==> src/armCtrlPkg.sv <==
package armCtrlPkg;

  // ========================================
  // Instruction fields
  // ========================================
  localparam logic [1:0] OpDataProc  = 2'b00; // Class in bits 27..26
  localparam logic [1:0] OpLoadStore = 2'b01;
  localparam logic [1:0] OpBranch    = 2'b10;

  localparam logic [3:0] RegPc = 4'd15; // R15

  // Immediate formats for the extend unit
  localparam logic [1:0] ImmSrcDp     = 2'b00; // 8-bit rotated
  localparam logic [1:0] ImmSrcMem    = 2'b01; // 12-bit offset
  localparam logic [1:0] ImmSrcBranch = 2'b10; // 24-bit word offset

  // ========================================
  // Encodings
  // ========================================
  typedef enum logic [3:0] {
    aluAnd = 4'h0, aluEor = 4'h1, aluSub = 4'h2, aluRsb = 4'h3,
    aluAdd = 4'h4, aluAdc = 4'h5, aluSbc = 4'h6, aluRsc = 4'h7,
    aluTst = 4'h8, aluTeq = 4'h9, aluCmp = 4'hA, aluCmn = 4'hB,
    aluOrr = 4'hC, aluMov = 4'hD, aluBic = 4'hE, aluMvn = 4'hF
  } aluOpT;

  // Condition field, bits 31..28
  typedef enum logic [3:0] {
    condEq = 4'h0, condNe = 4'h1, condCs = 4'h2, condCc = 4'h3,
    condMi = 4'h4, condPl = 4'h5, condVs = 4'h6, condVc = 4'h7,
    condHi = 4'h8, condLs = 4'h9, condGe = 4'hA, condLt = 4'hB,
    condGt = 4'hC, condLe = 4'hD, condAl = 4'hE
  } condT;

  typedef struct packed {
    logic n;
    logic z;
    logic c;
    logic v;
  } flagsT;

  // ========================================
  // Stage control bundles
  // ========================================
  typedef struct packed {
    logic  aluSrc;     // Immediate as operand B
    aluOpT aluControl;
    logic  flagWrite;  // S bit
    logic  branch;
    logic  memWrite;
    logic  memtoReg;
    logic  regWrite;
    logic  pcSrc;      // Writes the PC
    logic  byteAccess;
    condT  cond;
  } exCtrlT;

  // Already gated by the condition check
  typedef struct packed {
    logic  memWrite;
    logic  memtoReg;
    logic  regWrite;
    logic  pcSrc;
    logic  byteAccess;
    logic  setFlags;
    flagsT flagsNext;
  } memCtrlT;

  typedef struct packed {
    logic  memtoReg;
    logic  regWrite;
    logic  pcSrc;
    logic  byteAccess;
    logic  setFlags;
    flagsT flagsNext;
  } wbCtrlT;

endpackage

==> src/instrDecoder.sv <==
`timescale 1ns/100ps

module instrDecoder (
  input  logic [31:0]        InstrD,
  output armCtrlPkg::exCtrlT DecCtrl,
  output logic [1:0]         RegSrcD,
  output logic [1:0]         ImmSrcD
);

  logic undefD; // Register offset with bit 4 set

  assign undefD = (InstrD[27:25] == 3'b011) && InstrD[4];

  // ========================================
  // Main decoder and ALU control
  // ========================================
  always_comb begin
    DecCtrl            = '0;                    // No action unless a class matches
    DecCtrl.aluControl = armCtrlPkg::aluAdd;    // Non-DP default
    RegSrcD            = 2'b00;
    ImmSrcD            = armCtrlPkg::ImmSrcDp;

    case (InstrD[27:26])
      armCtrlPkg::OpDataProc: begin
        DecCtrl.aluSrc     = InstrD[25];                            // I bit
        DecCtrl.aluControl = armCtrlPkg::aluOpT'(InstrD[24:21]);    // Opcode passes through
        DecCtrl.flagWrite  = InstrD[20];                            // S bit
        // TST, TEQ, CMP and CMN only produce flags
        DecCtrl.regWrite   = (InstrD[24:23] != 2'b10);
      end

      armCtrlPkg::OpLoadStore: begin
        if (!undefD) begin
          RegSrcD            = {~InstrD[20], 1'b0};   // Store data read from Rd
          ImmSrcD            = armCtrlPkg::ImmSrcMem;
          DecCtrl.aluSrc     = ~InstrD[25];           // Bit 25 low means immediate offset
          // U bit picks offset direction
          DecCtrl.aluControl = InstrD[23] ? armCtrlPkg::aluAdd : armCtrlPkg::aluSub;
          DecCtrl.memWrite   = ~InstrD[20];           // STR
          DecCtrl.memtoReg   = InstrD[20];            // LDR
          DecCtrl.regWrite   = InstrD[20];
          DecCtrl.byteAccess = InstrD[22];            // B bit
        end
      end

      armCtrlPkg::OpBranch: begin
        RegSrcD        = 2'b01;                       // PC as operand A
        ImmSrcD        = armCtrlPkg::ImmSrcBranch;
        DecCtrl.aluSrc = 1'b1;
        DecCtrl.branch = 1'b1;
      end

      default: begin
        // Coprocessor and SWI space decodes to a bubble
      end
    endcase

    // Branches and any write to R15 redirect fetch
    DecCtrl.pcSrc = DecCtrl.branch
                  | (DecCtrl.regWrite & (InstrD[15:12] == armCtrlPkg::RegPc));
    DecCtrl.cond  = armCtrlPkg::condT'(InstrD[31:28]);
  end

endmodule

==> src/ctrlPipeReg.sv <==
`timescale 1ns/100ps

module ctrlPipeReg #(
  parameter type PayloadT = logic
) (
  input  logic    clk,
  input  logic    rst,
  input  logic    en,   // Low holds the stage
  input  logic    clr,  // Flush, wins over en
  input  PayloadT d,
  output PayloadT q
);

  // Zero payload is a bubble since every control bit is active high
  always_ff @(posedge clk) begin
    if (rst || clr) begin
      q <= '0;
    end else if (en) begin
      q <= d;
    end
  end

endmodule

==> src/condUnit.sv <==
`timescale 1ns/100ps

module condUnit (
  input  armCtrlPkg::exCtrlT  ExCtrlE,
  input  armCtrlPkg::flagsT   FlagsE,     // Forwarded flags
  input  armCtrlPkg::flagsT   ALUFlagsE,
  output armCtrlPkg::memCtrlT MemCtrlE,
  output logic                BranchTakenE
);

  logic condExE;   // Condition passed
  logic setFlagsE;

  // ========================================
  // Condition table
  // ========================================
  always_comb begin
    case (ExCtrlE.cond)
      armCtrlPkg::condEq: condExE = FlagsE.z;
      armCtrlPkg::condNe: condExE = ~FlagsE.z;
      armCtrlPkg::condCs: condExE = FlagsE.c;
      armCtrlPkg::condCc: condExE = ~FlagsE.c;
      armCtrlPkg::condMi: condExE = FlagsE.n;
      armCtrlPkg::condPl: condExE = ~FlagsE.n;
      armCtrlPkg::condVs: condExE = FlagsE.v;
      armCtrlPkg::condVc: condExE = ~FlagsE.v;
      armCtrlPkg::condHi: condExE = FlagsE.c & ~FlagsE.z;         // Unsigned higher
      armCtrlPkg::condLs: condExE = ~FlagsE.c | FlagsE.z;
      armCtrlPkg::condGe: condExE = (FlagsE.n == FlagsE.v);
      armCtrlPkg::condLt: condExE = (FlagsE.n != FlagsE.v);
      armCtrlPkg::condGt: condExE = ~FlagsE.z & (FlagsE.n == FlagsE.v);
      armCtrlPkg::condLe: condExE = FlagsE.z | (FlagsE.n != FlagsE.v);
      armCtrlPkg::condAl: condExE = 1'b1;
      default:            condExE = 1'b0; // NV, never executes
    endcase
  end

  assign BranchTakenE = ExCtrlE.branch & condExE;
  assign setFlagsE    = ExCtrlE.flagWrite & condExE;

  // ========================================
  // Gated controls into Memory
  // ========================================
  always_comb begin
    MemCtrlE.memWrite   = ExCtrlE.memWrite & condExE;
    MemCtrlE.memtoReg   = ExCtrlE.memtoReg;          // Harmless without regWrite
    MemCtrlE.regWrite   = ExCtrlE.regWrite & condExE;
    MemCtrlE.pcSrc      = ExCtrlE.pcSrc & condExE;
    MemCtrlE.byteAccess = ExCtrlE.byteAccess;
    MemCtrlE.setFlags   = setFlagsE;
    // Failing instructions carry the current flags forward
    MemCtrlE.flagsNext  = setFlagsE ? ALUFlagsE : FlagsE;
  end

endmodule

==> src/flagFile.sv <==
`timescale 1ns/100ps

module flagFile (
  input  logic                clk,
  input  logic                rst,
  input  logic                StallW,
  input  armCtrlPkg::memCtrlT MemCtrlM,
  input  armCtrlPkg::wbCtrlT  WbCtrlW,
  output armCtrlPkg::flagsT   FlagsE
);

  armCtrlPkg::flagsT flagsQ; // Architectural NZCV

  // Commit in Writeback
  always_ff @(posedge clk) begin
    if (rst) begin
      flagsQ <= '0;
    end else if (WbCtrlW.setFlags && !StallW) begin
      flagsQ <= WbCtrlW.flagsNext;
    end
  end

  // Youngest pending update wins
  always_comb begin
    if (MemCtrlM.setFlags) begin
      FlagsE = MemCtrlM.flagsNext;  // One ahead in Memory
    end else if (WbCtrlW.setFlags) begin
      FlagsE = WbCtrlW.flagsNext;   // Not yet committed
    end else begin
      FlagsE = flagsQ;
    end
  end

endmodule

==> src/armController.sv <==
`timescale 1ns/100ps

module armController (
  input  logic               clk,
  input  logic               rst,
  // Decode
  input  logic [31:0]        InstrD,
  output logic [1:0]         RegSrcD,
  output logic [1:0]         ImmSrcD,
  // Execute
  input  armCtrlPkg::flagsT  ALUFlagsE,
  output armCtrlPkg::exCtrlT ExCtrlE,
  output logic               BranchTakenE,
  output armCtrlPkg::flagsT  FlagsE,
  // Memory
  output logic               MemWriteM,
  output logic               MemtoRegM,
  // Writeback
  output logic               RegWriteW,
  output logic               MemtoRegW,
  output logic               PCSrcW,
  // Hazard unit
  input  logic               StallE,
  input  logic               FlushE,
  input  logic               StallM,
  input  logic               StallW,
  input  logic               FlushW,
  output logic               PCWrPendingF
);

  armCtrlPkg::exCtrlT  decCtrlD;
  armCtrlPkg::memCtrlT memCtrlE;
  armCtrlPkg::memCtrlT memCtrlM;
  armCtrlPkg::wbCtrlT  wbCtrlM;  // Memory bundle minus memWrite
  armCtrlPkg::wbCtrlT  wbCtrlW;

  // ========================================
  // Decode
  // ========================================
  instrDecoder uDecoder (
    .InstrD  (InstrD),
    .DecCtrl (decCtrlD),
    .RegSrcD (RegSrcD),
    .ImmSrcD (ImmSrcD)
  );

  ctrlPipeReg #(.PayloadT(armCtrlPkg::exCtrlT)) regE (
    .clk (clk), .rst (rst), .en (~StallE), .clr (FlushE),
    .d   (decCtrlD),
    .q   (ExCtrlE)
  );

  // ========================================
  // Execute
  // ========================================
  condUnit uCond (
    .ExCtrlE      (ExCtrlE),
    .FlagsE       (FlagsE),
    .ALUFlagsE    (ALUFlagsE),
    .MemCtrlE     (memCtrlE),
    .BranchTakenE (BranchTakenE)
  );

  // Memory stage never flushes
  ctrlPipeReg #(.PayloadT(armCtrlPkg::memCtrlT)) regM (
    .clk (clk), .rst (rst), .en (~StallM), .clr (1'b0),
    .d   (memCtrlE),
    .q   (memCtrlM)
  );

  // ========================================
  // Memory and Writeback
  // ========================================
  assign MemWriteM = memCtrlM.memWrite;
  assign MemtoRegM = memCtrlM.memtoReg;

  assign wbCtrlM = '{
    memtoReg:   memCtrlM.memtoReg,
    regWrite:   memCtrlM.regWrite,
    pcSrc:      memCtrlM.pcSrc,
    byteAccess: memCtrlM.byteAccess,
    setFlags:   memCtrlM.setFlags,
    flagsNext:  memCtrlM.flagsNext
  };

  ctrlPipeReg #(.PayloadT(armCtrlPkg::wbCtrlT)) regW (
    .clk (clk), .rst (rst), .en (~StallW), .clr (FlushW),
    .d   (wbCtrlM),
    .q   (wbCtrlW)
  );

  flagFile uFlags (
    .clk      (clk),
    .rst      (rst),
    .StallW   (StallW),
    .MemCtrlM (memCtrlM),
    .WbCtrlW  (wbCtrlW),
    .FlagsE   (FlagsE)
  );

  assign RegWriteW = wbCtrlW.regWrite;
  assign MemtoRegW = wbCtrlW.memtoReg;
  assign PCSrcW    = wbCtrlW.pcSrc;

  // Fetch waits while any older PC write is in flight
  assign PCWrPendingF = decCtrlD.pcSrc | ExCtrlE.pcSrc | memCtrlM.pcSrc;

endmodule

==> config.mk <==
export PLATFORM = sky130hd
export DESIGN_NAME = armController
export DESIGN_NICKNAME = d
export VERILOG_FILES = /design/src/armCtrlPkg.sv /design/src/instrDecoder.sv /design/src/ctrlPipeReg.sv /design/src/condUnit.sv /design/src/flagFile.sv /design/src/armController.sv
export SDC_FILE = /design/constraint.sdc
export NUM_CORES = 1
export LEC_CHECK = 0
export BUFFER_PORTS_ARGS = -buffer_cell sky130_fd_sc_hd__buf_4
export CORE_ASPECT_RATIO = 1.1
export CORE_MARGIN = 2
export CORE_UTILIZATION = 40
export DETAILED_ROUTE_END_ITERATION = 6
export MAX_ROUTING_LAYER = met4
export PLACE_DENSITY = 0.67
export SLEW_MARGIN = 40
export SYNTH_ARGS = -nofsm -noshare
export SYNTH_HDL_FRONTEND = slang
export SYNTH_SLANG_ARGS = --single-unit
export TNS_END_PERCENT = 30
==> constraint.sdc <==
create_clock -name clk -period 5.9 [get_ports clk]
set_input_delay 0.295 -clock clk [delete_from_list [all_inputs] [get_ports clk]]
set_output_delay 0.295 -clock clk [all_outputs]
set_load 0.01 [all_outputs]
# == Word-level counts from Yosys, hierarchy flattened ==
# Index checks and enable logic that the tools add are counted.
# op_classes
eq_ne,21
muxes,19
n_bitwise,19
n_reduce_logical,7
# ops
cell,n
"== test 4 bit, second input constant",8
"== test 4 x 3 -> 1 bit, second input constant",4
case mux 1 bit (15 select lines),1
two-way mux 4 bit,3
bitwise AND 1 bit,8
"== test 4 x 2 -> 1 bit, second input constant",2
case mux 2 bit (2 select lines),2
case mux 4 bit (2 select lines),1
two-way mux 3 bit,2
inverter 1 bit,6
two-way mux 1 bit,5
two-way mux 5 bit,1
bitwise OR 1 bit,5
"== test 4 x 1 -> 1 bit, second input constant",1
zero test 4 bit,1
two-way mux 2 bit,2
"== test 3 x 2 -> 1 bit, second input constant",1
case mux 1 bit (3 select lines),1
"== test 2 x 1 -> 1 bit, second input constant",1
"== test 2 bit, second input constant",1
logical AND 1 bit,2
zero test 2 bit,1
logical OR 1 bit,2
"inequality test 2 bit, second input constant",1
4 further kinds,4
# totals
reg_bits,37
inputBits,43
out_inout_bits,31
word_cells,97

# == Depth between registers and ports, before layout ==
# depth
word_depth,8
mapped_depth,8
ltp_nobuf,8

# == By module ==
# From an unflattened synthesis, not the netlist that was laid out.
# hier_totals
hier_cells,217
hier_area_um2,2016.9
# modules_own_cells
mod,instances,cells_each,area_per_inst_um2,seq_area_each_um2
ctrlPipeReg at regE,1,53,581.8,320.3
ctrlPipeReg at regM,1,33,362.8,200.2
ctrlPipeReg at regW,1,30,329.1,180.2
condUnit,1,39,272.8,0.0
flagFile,1,27,246.5,80.1
instrDecoder,1,30,202.7,0.0
armController,1,5,21.3,0.0

# == Worst setup path before layout ==
# No wires, ideal clock.
# synth_timing
kind,reg-to-output
startpoint,register regW.q[4] (netlist bit)
endpoint,output BranchTakenE
arrival_ns,1.951
required_ns,5.605
setup_slack_ns,3.654
path_stages_with_launch,8
cell_sequence,dfxtp_1 -> buf_6 -> mux2_4 -> mux2_4 -> xnor2_4 -> mux2i_2 -> nand4_1 -> and2_1
# synth_rtl
item,line,text
start: declaration,ctrlPipeReg.sv:11,output PayloadT q
start signal: assignment,ctrlPipeReg.sv:17,q <= '0;
start signal: assignment,ctrlPipeReg.sv:19,q <= d;
end: declaration,armController.sv:13,"output logic BranchTakenE,"

# == Worst setup path after layout ==
# layout_timing
startpoint,register regW.q[4] (netlist bit)
endpoint,output BranchTakenE
# layout_between
elab_chain_cells,6
elab_cells_between_ends,14
cone_classes,2 x eq/ne; 3 x mux; 9 x bitwise
# layout_rtl
item,line,text
two-way mux 4 bit (*),flagFile.sv:27,end else if (WbCtrlW.setFlags) begin
two-way mux 4 bit (*),flagFile.sv:25,if (MemCtrlM.setFlags) begin
"inequality test 1 bit, or another cell as far along","condUnit.sv:30, condUnit.sv:32",
"bitwise OR 1 bit, or another cell as far along",condUnit.sv:32,armCtrlPkg::condLe: condExE = FlagsE.z | (FlagsE.n != FlagsE.v);
case mux 1 bit (15 select lines) (*),condUnit.sv:18,case (ExCtrlE.cond)
bitwise AND 1 bit (*),condUnit.sv:38,assign BranchTakenE = ExCtrlE.branch & condExE;
# Every way passes the cells marked *; elsewhere a longest branch is shown, timed or not.

==> qor.txt <==
Result of the run = complete, no violations
Worst stage delay on the critical path = 0.51 ns
Fin. Hold Viols = 0
Via count = 1720
#FFs+latches synth = 37
Count of max-cap constraint violations = 0
Most used flip-flop cell after synthesis = dfxtp_1
Busiest layer in global routing = met2
Type of element launching the critical path = flip-flop
TritonCTS clock tree = yes
Global-route met1 utilization = 19.1%
Number of nets in the finished design = 318
DRC violations left = 0
Fraction of final layout cells sized beyond drive strength 1 = 31.0%
Top Family by Delay on Critical Path = multiplexers
Insertion delay to the later sink of the worst-skew pair = 0.29 ns
Post-synth cell types = 49
Met3 capacity usage during global routing = 4.88%
Max-slew violations = 0
Total core area = 0.00493 mm²
Final clock period utilization by the worst path = 49.3%
Layout-stage area growth over the synthesis result = 25.1%
Initial core utilization = 41.1%
Worst clock skew = 0.00924 ns
Cells after synthesis = 224
Cts-stage hold buffer count = 0
Antenna diodes = 0
DR vias/cell = 5.23
VDD IR-drop max = 124 µV
Number of antenna violations at the first check in global routing = 0
Per-cell routed wire length = 13.4 µm
Post-route total power = 529 µW
Total routing usage reported by global routing = 17.2%
Maximum fanout along the worst path = 6
Met2 Track Usage GR = 28.9%
Fin Setup TNS = 0 ns
Height of the die = 78.6 µm
Post-cts repair resize count = 0
Yosys warnings = 0
Overflow left after global routing = 0
Fraction of synthesis flops using an asynchronous set or reset pin = 0%
Post-layout utilization of the core = 51.4%
Pin count of the biggest net entering global routing = 25
Maximum frequency from static timing analysis = 0.344 GHz
Time the worst path needs with I/O delays and setup = 2.91 ns
Synthesized area = 0.00203 mm²
Crit path required time = 5.61 ns
Crit. path cell count = 7
Multi-input gate area = 0.00113 mm²
Crit path setup slack, layout = 2.99 ns
Number of setup violations in the final report = 0
Number of antenna-violating nets in the routed design = 0
Number of post-CTS setup repair buffers = 0
Total area of sequential cells = 741 µm²
Setup crit end kind = output port
Power density normalized to cell area = 209 mW/mm²
Synthesized area per cell = 9.04 µm²
Initial DRT Pass Iterations = 4
Number of buffers between clock root and the deepest sink = 2
Top-Level Pins = 74
Reg2Reg Depth = 7
Crit path DAT = 2.61 ns
Total leakage power = 0.00109 µW
Clock root buffer = clkbuf_8
Setup repair after global routing missed its margin = false
Instance count along the most critical hold path = 3
Global placement routability congestion = 0.881
Critical-path top delay cell = dfxtp_1
Max-Slew Margin vs Limit = 59.6%
Worst slack at placement = 3.30 ns
Buf+Inv Stages, Crit Path = 1
Violation count after the first detailed-routing iteration = 81
Rows = 27
Number of buffers inserted by port buffering = 58
H-tree depth = 2
Wire length of the first global-routing pass = 7360 µm
Total nets after synthesis = 271
Final WL = 4420 µm
Clock edge transition at the registers on the reported setup and hold paths = 0.08 ns
Filler Cell Count = 484
Most prevalent standard cell on the critical path = mux2_4
Horizontal die dimension = 71.9 µm
Number of enable-type register cells in the synthesized netlist = 0
Final HPWL DP = 3300 µm
Hold WC Path Type = input port to flip-flop
Number of global-route vias before repair = 1645
Worst Max-Slew Pin Slew = 0.606 ns
Sequential element share of the synthesized area = 36.6%
Clock buffer count from CTS = 5
Series of cell instances along the critical path = mux2_4, mux2_4, xnor2_4, mux2i_2, nand4_1, and2_1, buf_4
Die footprint = 0.00565 mm²
Kind of critical path = flip-flop to output port
CTS sink cnt = 37
[path summary, 6_finish.rpt]
check | start | to | slack [ns]
min reg2reg | regM.q[7] | regM.q[7] | 0.47
min | InstrD[21] | regE.q[11] | 0.24
max | regW.q[4] | BranchTakenE | 2.99
max reg2reg | regW.q[4] | regM.q[3] | 3.40
[cell families after synthesis]
group           after synthesis  synth area share (%)
mux                          26                  14.0
compound gates               40                  17.1
buf+inv                      32                  7.72
flops                        37                  36.6
simple gates                 84                  20.8
fa+ha+maj                     4                  2.47
xor+xnor                      1                  1.36
[synthesized netlist by cell type, types with 3 or more instances]
| master | instances | share of area, % |
|---|---|---|
| nor2_1 | 38 | 7.0 |
| dfxtp_1 | 37 | 37 |
| mux2i_1 | 21 | 10 |
| a21oi_1 | 14 | 3.5 |
| inv_1 | 11 | 2.0 |
| clkbuf_1 | 8 | 1.5 |
| nand2_1 | 8 | 1.5 |
| nor3_1 | 7 | 1.7 |
| a22oi_1 | 5 | 1.9 |
| buf_4 | 5 | 1.9 |
| nand2b_1 | 5 | 1.5 |
| a221oi_2 | 4 | 3.0 |
| ha_1 | 4 | 2.5 |
| mux2_4 | 4 | 3.0 |
| nand3b_1 | 4 | 1.5 |
| nor2b_1 | 4 | 1.2 |
| inv_2 | 3 | 0.56 |
| nand4_1 | 3 | 0.93 |
[power by group]
group | internal [µW] | switching, µW
clock network | 123 | 89.7
logic | 29.4 | 28.2
registers | 254 | 4.91
total | 406 | 123
[layer usage]
| layer | vias to the layer above | part of all wire [%] |
|---|---|---|
| li1 | 876 | - |
| met1 | 798 | 44 |
| met2 | 39 | 50 |
| met3 | 7 | 5.0 |
| met4 | 0 | 1.8 |
| met5 | - | 0 |
[cell type report]
| class | instances | share of cell area (%) |
|---|---|---|
| Timing Repair Buffer | 58 | 17.2 |
| Inverter | 14 | 2.07 |
| Multi-Input combinational cell | 155 | 44.5 |
| Sequential cell | 37 | 29.2 |
| Clock buffer | 5 | 2.72 |
| Clock inverter | 2 | 1.38 |
| Tap cell | 58 | 2.86 |
[sequential cells by signal, indices dropped and copies added (netlist names)]
name,flops
regE.q,16
regM.q,9
regW.q,8
uFlags.flagsQ,4
[worst reg2reg max path: stages (launching register included)]
cell and delay, ns:
dfxtp_1 0.51, mux2_4 0.34, mux2_4 0.31, xnor2_4 0.22, mux2i_2 0.34, a41oi_4 0.23, or2_1 0.27, a221oi_2 0.19
[metrics by stage]
stage,instance area (µm²),std cells,hold WS [ns]
floorplan,2030,224,0.361
global placement,2430,322,0.456
detailed placement,2430,322,0.457
CTS,2530,329,0.233
global route,2530,329,0.243
finish,2530,329,0.238
[cells in the final DEF (no fill, tap or decap), types with 3 or more instances in the layout]
cell type  netlist  final
nor2b_1          4      4
nor2_1          38     38
inv_1           11     11
clkbuf_8         0      5
dfxtp_1         37     37
a221oi_2         4      4
nand3b_1         4      4
a22oi_1          5      5
inv_2            3      3
mux2i_1         21     21
ha_1             4      4
nand4_1          3      3
mux2_4           4      4
buf_4            5     58
nand2b_1         5      5
nand2_1          8      8
a21oi_1         14     14
nor3_1           7      7
No activity file was read; power rests on OpenSTA's default activity.
